==> src/logic/periph_pkg.sv <==
//********************
// Peripheral block shared definitions
// slot map, UART offsets, widths and the
// transmit sequencer state encoding
//********************
`default_nettype none

package periph_pkg;

   localparam int ADDR_W = 18;                      // host address width
   localparam int DATA_W = 64;
   localparam int BE_W   = 8;                       // one enable per byte

   typedef logic [ADDR_W-1:0] addr_t;
   typedef logic [DATA_W-1:0] data_t;
   typedef logic [BE_W-1:0]   be_t;

   // slot number in addr[17:15]
   localparam logic [2:0] SLOT_MEM0 = 3'd0;
   localparam logic [2:0] SLOT_MEM1 = 3'd1;
   localparam logic [2:0] SLOT_GPIO = 3'd2;
   localparam logic [2:0] SLOT_UART = 3'd6;

   // sub-offset in addr[13:12], valid with addr[14] set
   localparam logic [1:0] UART_TX_OFS     = 2'd0;
   localparam logic [1:0] UART_RX_POP_OFS = 2'd1;
   localparam logic [1:0] UART_BAUD_OFS   = 2'd2;

   localparam int FIFO_CNT_W = 12;
   typedef logic [FIFO_CNT_W-1:0] fifo_cnt_t;

   localparam int BAUD_W = 16;                      // clocks per bit
   typedef logic [BAUD_W-1:0] baud_t;

   typedef enum logic [2:0] {UTX_IDLE, UTX_EMPTY, UTX_POP, UTX_START, UTX_INUSE} utx_state_t;

   typedef logic [8:0] uart_word_t;                 // {frame_err, byte}

endpackage

`default_nettype wire
==> src/logic/periph_bus_if.sv <==
//********************
// Host bus into the peripheral block
// plain strobes, read data returned
// combinationally outside the interface
//********************
`timescale 1ns/1ps
`default_nettype none

interface periph_bus_if;

   logic                en;                         // access strobe
   periph_pkg::be_t     we;                         // byte write enables
   periph_pkg::addr_t   addr;
   periph_pkg::data_t   wrdata;

   // all peripheral slots only listen to the host
   modport periph (
      input en,
      input we,
      input addr,
      input wrdata
   );

endinterface

`default_nettype wire

==> src/logic/periph_soc.sv <==
//********************
// Peripheral block top level
// host bus to UART, GPIO and memory slots
//********************
`timescale 1ns/1ps
`default_nettype none

module periph_soc #(
   parameter int BAUD_DEFAULT = 54,
   parameter int FIFO_DEPTH   = 16
) (
   input  wire                      msoc_clk,
   input  wire                      rstn,
   input  wire                      hid_en_i,
   input  wire periph_pkg::be_t     hid_we_i,
   input  wire periph_pkg::addr_t   hid_addr_i,
   input  wire periph_pkg::data_t   hid_wrdata_i,
   output periph_pkg::data_t        hid_rddata_o,
   input  wire                      uart_rx_i,
   output logic                     uart_tx_o,
   output logic                     uart_irq_o,
   output logic [15:0]              leds_o,
   input  wire [15:0]               from_dip_i,
   output logic                     ram_en_o,
   output periph_pkg::be_t          ram_we_o,
   output logic [15:0]              ram_addr_o,
   output periph_pkg::data_t        ram_wrdata_o,
   input  wire periph_pkg::data_t   ram_rddata_i
);

   logic              uart_sel;
   periph_pkg::data_t uart_rdata;

   periph_bus_if bus_if ();

   assign bus_if.en     = hid_en_i;
   assign bus_if.we     = hid_we_i;
   assign bus_if.addr   = hid_addr_i;
   assign bus_if.wrdata = hid_wrdata_i;

   periph_decode decode0 (
      .msoc_clk     (msoc_clk),
      .rstn         (rstn),
      .bus          (bus_if.periph),
      .uart_rdata_i (uart_rdata),
      .ram_rddata_i (ram_rddata_i),
      .from_dip_i   (from_dip_i),
      .uart_sel_o   (uart_sel),
      .hid_rddata_o (hid_rddata_o),
      .leds_o       (leds_o),
      .ram_en_o     (ram_en_o),
      .ram_we_o     (ram_we_o),
      .ram_addr_o   (ram_addr_o),
      .ram_wrdata_o (ram_wrdata_o)
   );

   uart_ctrl #(.BAUD_DEFAULT(BAUD_DEFAULT), .FIFO_DEPTH(FIFO_DEPTH)) uart0 (
      .msoc_clk     (msoc_clk),
      .rstn         (rstn),
      .bus          (bus_if.periph),
      .uart_sel_i   (uart_sel),
      .uart_rx_i    (uart_rx_i),
      .uart_tx_o    (uart_tx_o),
      .uart_irq_o   (uart_irq_o),
      .uart_rdata_o (uart_rdata)
   );

endmodule

`default_nettype wire

==> src/logic/periph_decode.sv <==
//********************
// Peripheral slot decode
// read-data merge, LED and DIP registers,
// pass-through to the external memory port
//********************
`timescale 1ns/1ps
`default_nettype none

module periph_decode (
   input  wire                msoc_clk,
   input  wire                rstn,
   periph_bus_if.periph       bus,
   input  wire periph_pkg::data_t uart_rdata_i,
   input  wire periph_pkg::data_t ram_rddata_i,
   input  wire [15:0]         from_dip_i,
   output logic               uart_sel_o,
   output periph_pkg::data_t  hid_rddata_o,
   output logic [15:0]        leds_o,
   output logic               ram_en_o,
   output periph_pkg::be_t    ram_we_o,
   output logic [15:0]        ram_addr_o,
   output periph_pkg::data_t  ram_wrdata_o
);

   logic [2:0]  slot;
   logic        mem_sel;
   logic        gpio_wr;
   logic [15:0] dip_q;

   assign slot    = bus.addr[17:15];
   assign mem_sel = (slot == periph_pkg::SLOT_MEM0) || (slot == periph_pkg::SLOT_MEM1);
   assign gpio_wr = bus.en && (|bus.we) && (slot == periph_pkg::SLOT_GPIO);

   assign uart_sel_o = (slot == periph_pkg::SLOT_UART);  // address only, uart checks en

   // memory slots go straight out
   assign ram_en_o     = bus.en && mem_sel;
   assign ram_we_o     = bus.we;
   assign ram_addr_o   = bus.addr[15:0];
   assign ram_wrdata_o = bus.wrdata;

   always_ff @(posedge msoc_clk or negedge rstn)
   begin
      if (!rstn)
      begin
         leds_o <= '0;
         dip_q  <= '0;
      end
      else
      begin
         dip_q <= from_dip_i;                       // one stage on the switches
         if (gpio_wr)
            leds_o <= bus.wrdata[15:0];
      end
   end

   always_comb
   begin
      case (slot)
         periph_pkg::SLOT_MEM0, periph_pkg::SLOT_MEM1: hid_rddata_o = ram_rddata_i;
         periph_pkg::SLOT_GPIO: hid_rddata_o = {{(periph_pkg::DATA_W-16){1'b0}}, dip_q};
         periph_pkg::SLOT_UART: hid_rddata_o = uart_rdata_i;
         default:               hid_rddata_o = '0;  // unused slots
      endcase
   end

   // the memory port, GPIO and UART never see the same access
   a_one_slot: assert property (@(posedge msoc_clk) disable iff (!rstn)
      $onehot0({ram_en_o, gpio_wr, uart_sel_o && bus.en}));

endmodule

`default_nettype wire

==> src/logic/uart_ctrl.sv <==
//********************
// UART register slot
// transmit and receive FIFOs, baud register,
// status read-back and the transmit sequencer
//********************
`timescale 1ns/1ps
`default_nettype none

module uart_ctrl #(
   parameter int BAUD_DEFAULT = 54,
   parameter int FIFO_DEPTH   = 16
) (
   input  wire                msoc_clk,
   input  wire                rstn,
   periph_bus_if.periph       bus,
   input  wire                uart_sel_i,
   input  wire                uart_rx_i,
   output logic               uart_tx_o,
   output logic               uart_irq_o,
   output periph_pkg::data_t  uart_rdata_o
);

   localparam int CNT_PAD = 16 - periph_pkg::FIFO_CNT_W;

   logic                   wr_hit, tx_push, rx_pop;
   logic [1:0]             sub_ofs;
   periph_pkg::baud_t      baud_q;
   periph_pkg::utx_state_t state_q, state_d;
   logic [7:0]             tx_dout, tx_byte_q;
   logic                   tx_full, tx_empty, rx_full, rx_empty;
   periph_pkg::uart_word_t rx_dout, rx_word;
   logic                   rx_valid, tx_busy, tx_start;
   periph_pkg::fifo_cnt_t  tx_wrcount, tx_rdcount, rx_wrcount, rx_rdcount;

   assign sub_ofs = bus.addr[13:12];
   assign wr_hit  = bus.en && (|bus.we) && uart_sel_i && bus.addr[14];
   assign tx_push = wr_hit && (sub_ofs == periph_pkg::UART_TX_OFS);
   assign rx_pop  = wr_hit && (sub_ofs == periph_pkg::UART_RX_POP_OFS);

   assign tx_start   = (state_q == periph_pkg::UTX_START);
   assign uart_irq_o = !rx_empty;

   always_ff @(posedge msoc_clk or negedge rstn)
   begin
      if (!rstn)
      begin
         baud_q  <= periph_pkg::baud_t'(BAUD_DEFAULT);
         state_q <= periph_pkg::UTX_IDLE;
      end
      else
      begin
         state_q <= state_d;
         if (wr_hit && (sub_ofs == periph_pkg::UART_BAUD_OFS))
            baud_q <= bus.wrdata[periph_pkg::BAUD_W-1:0];
      end
   end

   // head byte is captured as it leaves the FIFO
   always_ff @(posedge msoc_clk)
   begin
      if (state_q == periph_pkg::UTX_POP)
         tx_byte_q <= tx_dout;
   end

   always_comb
   begin
      state_d = state_q;
      case (state_q)
         periph_pkg::UTX_IDLE:  state_d = periph_pkg::UTX_EMPTY;
         periph_pkg::UTX_EMPTY: if (!tx_empty) state_d = periph_pkg::UTX_POP;
         periph_pkg::UTX_POP:   state_d = periph_pkg::UTX_START;
         periph_pkg::UTX_START: state_d = periph_pkg::UTX_INUSE;
         periph_pkg::UTX_INUSE: if (!tx_busy) state_d = periph_pkg::UTX_IDLE;  // frame done
         default:               state_d = periph_pkg::UTX_IDLE;
      endcase
   end

   always_comb
   begin
      if (!bus.addr[14])
         uart_rdata_o = '0;
      else if (bus.addr[13])
         uart_rdata_o = {{CNT_PAD{1'b0}}, tx_wrcount, {CNT_PAD{1'b0}}, tx_rdcount,
                         {CNT_PAD{1'b0}}, rx_wrcount, {CNT_PAD{1'b0}}, rx_rdcount};
      else
         uart_rdata_o = {52'b0, rx_full, tx_full, rx_empty, rx_dout};
   end

   uart_fifo #(.WIDTH(8), .DEPTH(FIFO_DEPTH)) tx_fifo (
      .msoc_clk  (msoc_clk),
      .rstn      (rstn),
      .din_i     (bus.wrdata[7:0]),
      .wr_en_i   (tx_push),
      .rd_en_i   (state_q == periph_pkg::UTX_POP),
      .dout_o    (tx_dout),
      .full_o    (tx_full),
      .empty_o   (tx_empty),
      .rdcount_o (tx_rdcount),
      .wrcount_o (tx_wrcount)
   );

   uart_fifo #(.WIDTH($bits(periph_pkg::uart_word_t)), .DEPTH(FIFO_DEPTH)) rx_fifo (
      .msoc_clk  (msoc_clk),
      .rstn      (rstn),
      .din_i     (rx_word),
      .wr_en_i   (rx_valid),
      .rd_en_i   (rx_pop),
      .dout_o    (rx_dout),
      .full_o    (rx_full),
      .empty_o   (rx_empty),
      .rdcount_o (rx_rdcount),
      .wrcount_o (rx_wrcount)
   );

   uart_serial serial0 (
      .msoc_clk   (msoc_clk),
      .rstn       (rstn),
      .baud_i     (baud_q),
      .rx_i       (uart_rx_i),
      .tx_o       (uart_tx_o),
      .tx_start_i (tx_start),
      .tx_byte_i  (tx_byte_q),
      .tx_busy_o  (tx_busy),
      .rx_valid_o (rx_valid),
      .rx_word_o  (rx_word)
   );

   // the sequencer never starts a frame over a running one
   a_start_idle: assert property (@(posedge msoc_clk) disable iff (!rstn)
      tx_start |-> !tx_busy);

endmodule

`default_nettype wire

==> src/logic/uart_serial.sv <==
//********************
// UART serializer and deserializer
// 8N1 frames, programmable divisor,
// majority-filtered receive line
//********************
`timescale 1ns/1ps
`default_nettype none

module uart_serial (
   input  wire                     msoc_clk,
   input  wire                     rstn,
   input  wire periph_pkg::baud_t  baud_i,
   input  wire                     rx_i,
   output logic                    tx_o,
   input  wire                     tx_start_i,
   input  wire [7:0]               tx_byte_i,
   output logic                    tx_busy_o,
   output logic                    rx_valid_o,
   output periph_pkg::uart_word_t  rx_word_o
);

   typedef enum logic [2:0] {RX_IDLE, RX_START, RX_DATA, RX_STOP, RX_WAIT} rx_state_t;

   logic [2:0]        rx_taps;
   logic              rx_maj;
   periph_pkg::baud_t bit_len;

   periph_pkg::baud_t tx_cnt;
   logic [3:0]        tx_bit;
   logic [9:0]        tx_shift;

   rx_state_t         rx_state;
   periph_pkg::baud_t rx_cnt;
   logic [2:0]        rx_bit;
   logic [7:0]        rx_shift;

   assign bit_len = baud_i - periph_pkg::baud_t'(1);
   assign rx_maj  = (rx_taps[0] & rx_taps[1]) | (rx_taps[0] & rx_taps[2]) |
                    (rx_taps[1] & rx_taps[2]);      // 2 of 3 vote

   assign tx_o = tx_busy_o ? tx_shift[0] : 1'b1;    // idle high

   // transmitter control
   always_ff @(posedge msoc_clk or negedge rstn)
   begin
      if (!rstn)
      begin
         tx_busy_o <= 1'b0;
         tx_cnt    <= '0;
         tx_bit    <= '0;
      end
      else if (!tx_busy_o)
      begin
         if (tx_start_i)
         begin
            tx_busy_o <= 1'b1;
            tx_cnt    <= bit_len;
            tx_bit    <= '0;
         end
      end
      else if (tx_cnt != '0)
         tx_cnt <= tx_cnt - 1'b1;
      else if (tx_bit == 4'd9)
         tx_busy_o <= 1'b0;                         // stop bit done
      else
      begin
         tx_cnt <= bit_len;
         tx_bit <= tx_bit + 1'b1;
      end
   end

   always_ff @(posedge msoc_clk)
   begin
      if (!tx_busy_o && tx_start_i)
         tx_shift <= {1'b1, tx_byte_i, 1'b0};       // stop, data lsb first, start
      else if (tx_busy_o && tx_cnt == '0)
         tx_shift <= {1'b1, tx_shift[9:1]};
   end

   // receiver control
   always_ff @(posedge msoc_clk or negedge rstn)
   begin
      if (!rstn)
      begin
         rx_taps    <= 3'b111;
         rx_state   <= RX_IDLE;
         rx_cnt     <= '0;
         rx_bit     <= '0;
         rx_valid_o <= 1'b0;
      end
      else
      begin
         rx_taps    <= {rx_taps[1:0], rx_i};
         rx_valid_o <= 1'b0;
         if (rx_state != RX_IDLE && rx_state != RX_WAIT && rx_cnt != '0)
            rx_cnt <= rx_cnt - 1'b1;
         else
         begin
            case (rx_state)
               RX_IDLE:
                  if (!rx_maj)
                  begin
                     rx_state <= RX_START;
                     rx_cnt   <= baud_i >> 1;       // aim at mid start bit
                  end
               RX_START:
                  if (!rx_maj)
                  begin
                     rx_state <= RX_DATA;
                     rx_cnt   <= bit_len;
                     rx_bit   <= '0;
                  end
                  else
                     rx_state <= RX_IDLE;           // glitch, not a start
               RX_DATA:
               begin
                  rx_cnt <= bit_len;
                  rx_bit <= rx_bit + 1'b1;
                  if (rx_bit == 3'd7)
                     rx_state <= RX_STOP;
               end
               RX_STOP:
               begin
                  rx_valid_o <= 1'b1;
                  rx_state   <= rx_maj ? RX_IDLE : RX_WAIT;
               end
               RX_WAIT:
                  if (rx_maj)
                     rx_state <= RX_IDLE;           // line back high after bad stop
               default:
                  rx_state <= RX_IDLE;
            endcase
         end
      end
   end

   always_ff @(posedge msoc_clk)
   begin
      if (rx_state == RX_DATA && rx_cnt == '0)
         rx_shift <= {rx_maj, rx_shift[7:1]};
      if (rx_state == RX_STOP && rx_cnt == '0)
         rx_word_o <= {!rx_maj, rx_shift};          // low stop flags an error
   end

endmodule

`default_nettype wire

==> src/logic/uart_fifo.sv <==
//********************
// UART FIFO, first word fall through
// free-running push and pop counts
//********************
`timescale 1ns/1ps
`default_nettype none

module uart_fifo #(
   parameter int WIDTH = 9,
   parameter int DEPTH = 16                         // power of two
) (
   input  wire                   msoc_clk,
   input  wire                   rstn,
   input  wire [WIDTH-1:0]       din_i,
   input  wire                   wr_en_i,
   input  wire                   rd_en_i,
   output logic [WIDTH-1:0]      dout_o,
   output logic                  full_o,
   output logic                  empty_o,
   output periph_pkg::fifo_cnt_t rdcount_o,
   output periph_pkg::fifo_cnt_t wrcount_o
);

   localparam int AW = (DEPTH > 1) ? $clog2(DEPTH) : 1;

   logic [WIDTH-1:0]      mem [DEPTH];
   periph_pkg::fifo_cnt_t used;
   logic                  push, pop;

   assign used    = wrcount_o - rdcount_o;          // wraps cleanly, DEPTH is far below 4096
   assign empty_o = (used == '0);
   assign full_o  = (used == periph_pkg::fifo_cnt_t'(DEPTH));
   assign push    = wr_en_i && !full_o;
   assign pop     = rd_en_i && !empty_o;

   assign dout_o = mem[rdcount_o[AW-1:0]];          // head entry

   always_ff @(posedge msoc_clk or negedge rstn)
   begin
      if (!rstn)
      begin
         wrcount_o <= '0;
         rdcount_o <= '0;
      end
      else
      begin
         if (push)
            wrcount_o <= wrcount_o + 1'b1;
         if (pop)
            rdcount_o <= rdcount_o + 1'b1;
      end
   end

   always_ff @(posedge msoc_clk)
   begin
      if (push)
         mem[wrcount_o[AW-1:0]] <= din_i;
   end

   a_no_overflow: assert property (@(posedge msoc_clk) disable iff (!rstn)
      wr_en_i |-> !full_o);
   a_no_underflow: assert property (@(posedge msoc_clk) disable iff (!rstn)
      rd_en_i |-> !empty_o);

endmodule

`default_nettype wire

==> config.mk <==
export PLATFORM = sky130hd
export DESIGN_NAME = periph_soc
export DESIGN_NICKNAME = d
export VERILOG_FILES = /design/src/logic/periph_pkg.sv /design/src/logic/periph_bus_if.sv /design/src/logic/periph_soc.sv /design/src/logic/periph_decode.sv /design/src/logic/uart_ctrl.sv /design/src/logic/uart_serial.sv /design/src/logic/uart_fifo.sv
export SDC_FILE = /design/constraint.sdc
export NUM_CORES = 1
export LEC_CHECK = 0
export ABC_AREA = 1
export BUFFER_PORTS_ARGS = -buffer_cell sky130_fd_sc_hd__buf_2
export CAP_MARGIN = 20
export CORE_MARGIN = 5
export CORE_UTILIZATION = 35
export DETAILED_ROUTE_END_ITERATION = 10
export GPL_TIMING_DRIVEN = 0
export PLACE_DENSITY = 0.58
export SLEW_MARGIN = 40
export SYNTH_ARGS = -nofsm -noshare
export SYNTH_HDL_FRONTEND = slang
export SYNTH_SLANG_ARGS = --single-unit
==> constraint.sdc <==
create_clock -name msoc_clk -period 3.78 [get_ports msoc_clk]
set_input_delay 0 -clock msoc_clk [delete_from_list [all_inputs] [get_ports msoc_clk]]
set_output_delay 0 -clock msoc_clk [all_outputs]
set_load 0.005 [all_outputs]
==> key figures <==
Power and ir drop
  – Total power: 0.01434 W
  – Power Density: 522.3 nW/um^2
  – Worst vdd ir: 0.4318 mV
  – P_leak: 11.59 nW

Synth
  – Top FF cell, synth: edfxtp_1
  – Synth Warn #: 0
  – Share of the synthesized area in the top cell type: 40.29%
  – Synthesized instance count: 2445
  – Post-synthesis compound-gate area fraction: 10.81%
  – Register area share after synthesis: 56.49%
  – Count leader, synth: nand2_1
  – Synthesized flop and latch total: 452
  – Mapped cell area: 22730 um^2
  – Post-synth EDFFs: 305
  – Largest family of logic cells by synthesized area: simple AND/OR/NAND/NOR gates
  – Xor and xnor area share after synthesis: 2.697%
  – Synth unique cells: 51
  – Post-synthesis mux area share: 0.04404%
  – Ys async rst share: 32.30%
  – Post-Synth Adder-Cell Area: 2.202%
  – Avg Cell Area, Syn: 9.297 um^2
  – Synth area leaders: edfxtp_1 40%, dfrtp_1 15%, nand2_1 8.9%
  – Simple-Gate Fraction of Synth Area: 19.63%
  – Synthesized Nets: 2659
  – Top cells by count, synth: 541 x nand2_1, 305 x edfxtp_1, 284 x nor2_1
  – Largest area contributor in the netlist: edfxtp_1

Worst hold path
  – Hold WC Path Type: input port to register

Setup path
  – WS Path Type: register to register
  – CP bufs+invs: 4
  – Crit path capture type: register
  – CP Cell Sequence: buf_2 > clkinv_1 > ha_1 > nand2_1 > inv_1 > nand2_1 > nand2_1 > nand2_1 > nand2_1 > nand2_1 > nand2_1 > nor2_2 > nand2_2 > o21ai_4 > buf_4 > nor2_2
  – Critical Path Slowest Stage Cell: nor2_2
  – Max stage delay on crit path: 540 ps
  – Cell mode on critical path: nand2_1
  – Critical Path Fanout Max: 10
  – Worst setup SP type: register
  – Kind of cell adding the most delay to the critical path: simple AND/OR/NAND/NOR gates
  – Worst path arrival time: 3730 ps
  – Crit path required time: 3990 ps

Placement
  – PortBufs: 283
  – DP HPWL: 50470 um
  – GPL Wtd Cong: 0.9153
  – DP Worst Slack: -284.0 ps

Flow run
  – MaxCap Viol Count: 0

Timing
  – Fin worst setup slack: 258.0 ps
  – Final setup violation count: 0
  – Hold Slack: 53.62 ps
  – Final Hold Vio Count: 0
  – F_max: 283.9 MHz
  – Final worst path period share: 93.17%
  – Worst slew pin tran: 792.5 ps
  – Max transition margin: 46.76%
  – Setup TNS: 0 ps
  – Minimum clock period: 3522 ps
  – Setup repair after global routing missed its margin: no
  – Skew final: 25.85 ps
  – Slew Viols, Final: 0

Clock network
  – Clk slew on worst S/H paths: 60 ps
  – H-tree depth: 2
  – CTS max path bufs: 3
  – Worst skew pair latency: 600 ps
  – CTS root buf: clkbuf_16
  – Clock Sink Count: 452
  – CTS tree: yes
  – Number of buffers created by CTS: 48

Drt
  – Post-route ant nets: 0
  – Drt drc: 0
  – Drt first pass iters: 5
  – DR WL/cell: 18.40 um
  – Post-Route WL: 68330 um
  – Vias per cell: 5.061
  – 1st-iter DRT viols: 1414
  – Via count: 18790

Floorplan
  – Die X: 264.8 um
  – Starting Density: 35.32%
  – Core ar.: 64350 um^2
  – DIE HEIGHT: 264.8 um
  – Die ar.: 70140 um^2
  – Row cnt: 93
  – # IOs: 345

GRT
  – Grt peak-use layer: met2
  – Tot GR Track Use: 18.65%
  – GRT met2 Usage: 31.49%
  – Pin count of the biggest net entering global routing: 63
  – First-pass GRT wire length: 105500 um
  – Vias in the first global route: 18830
  – GR Util met3: 2.757%
  – Met1 usage: 25.52%
  – Initial antenna violation count: 1
  – Grt ovf: 0

Finish
  – Fin nets: 3033
  – Ant diodes: 0
  – Final core occ: 42.66%
  – Layout area overhead: 20.77%
  – Share of cells above drive strength 1: 18.86%

Status
  – Status: finished, final reports clean
-- per-stage QoR --
step,cells,area [um^2]
6_report,3713,27450
5_1_grt,3713,27450
4_1_cts,3713,27430
3_5_place_dp,3586,25340
3_3_place_gp,3583,25220
2_1_floorplan,2445,22730
-- layout make-up --
cell class	count	area (um^2)
Multi-Input combinational cell	1599	8193
Tap cell	855	1070
Clock inverter	29	332.8
Timing Repair Buffer	328	1916
Sequential cell	452	12840
Fill cell	6200	36900
Clock buffer	60	1256
Buffer	187	1074
Inverter	203	768.2
-- flip-flops by register name, summed over array words and instances (netlist names), 12 cells and up --
name                     flops
uart0.rx_fifo.wrcount_o     12
uart0.baud_q                16
uart0.rx_fifo.rdcount_o     12
uart0.serial0.tx_cnt        16
decode0.dip_q               16
uart0.tx_fifo.rdcount_o     12
uart0.tx_fifo.wrcount_o     12
uart0.serial0.rx_cnt        16
uart0.rx_fifo.mem          144
decode0.leds_o              16
uart0.tx_fifo.mem          128
-- placed cells by master (no fill, tap or decap), drive strengths merged, types with 2 or more instances in the layout --
| master | instances |
|---|---|
| nor2 | 289 |
| dfstp | 7 |
| xnor2 | 8 |
| bufinv | 6 |
| nand3b | 2 |
| nand4 | 23 |
| clkinv | 20 |
| ha | 40 |
| inv | 202 |
| o31ai | 41 |
| o211ai | 25 |
| or2 | 6 |
| o21ai | 211 |
| dlygate4sd3 | 38 |
| a22o | 13 |
| a21o | 2 |
| edfxtp | 305 |
| buf | 400 |
| a21oi | 37 |
| clkbuf | 137 |
| nor4 | 7 |
| o22ai | 42 |
| dfrtp | 139 |
| nor3 | 36 |
| nand3 | 171 |
| nand2 | 544 |
| clkinvlp | 4 |
| xor2 | 62 |
| a31oi | 6 |
| a22oi | 8 |
| o221ai | 18 |
-- worst reg2reg max path: cells and delay by family (launching register included) --
family	cells	cell delay (ps)
buffers and inverters	4	920
adder cells (fa/ha/maj)	1	490
AO/OA/AOI/OAI	1	130
flip-flops	1	330
AND/OR/NAND/NOR	10	1270
-- report_power, final --
| part | leakage (nW) | switching [W] | internal, W |
|---|---|---|---|
| clock | 0.771 | 0.00201 | 0.00279 |
| sequential | 4.62 | 0.000335 | 0.00565 |
| combinational | 6.21 | 0.00232 | 0.00124 |
-- timing repair --
item,in CTS,in global routing
setup buffers,0,3
hold buffers,39,0
gates resized for setup,28,3
hold endpoints to repair,282,0
pin swaps,0,0
setup endpoints to repair,276,162
gates cloned,0,0
-- metal layers --
metal | routed length, um | part of all wire, %
met1 | 30140 | 44
met2 | 32520 | 48
met3 | 4349 | 6.4
met4 | 1312 | 1.9
met5 | 0 | 0
-- path summary, 6_finish.rpt --
check / startpoint / to / slack, ps / cells past startpoint
min in group asynchronous: rstn / uart0.state_q[0] / 520 / 4
max reg2reg: uart0.rx_fifo.rdcount_o[3] / uart0.rx_fifo.mem[7][4] / 260 / 16
max in group asynchronous: rstn / uart0.baud_q[2] / 2670 / 5
max: uart0.rx_fifo.rdcount_o[3] / uart0.rx_fifo.mem[7][4] / 260 / 16
min: from_dip_i[14] / decode0.dip_q[14] / 50 / 2
min reg2reg: uart0.serial0.rx_taps[0] / uart0.serial0.rx_taps[1] / 380 / 0
-- logic make-up (layout without fill, tap and decap cells) --
group / count (synthesis) / count (layout)
compound gates: 409 / 409
buf+inv: 394 / 807
fa+ha+maj: 40 / 40
xor+xnor: 70 / 70
mux: 1 / 1
simple gates: 1079 / 1079
flops: 452 / 452
No activity file was read; power rests on OpenSTA's default activity.
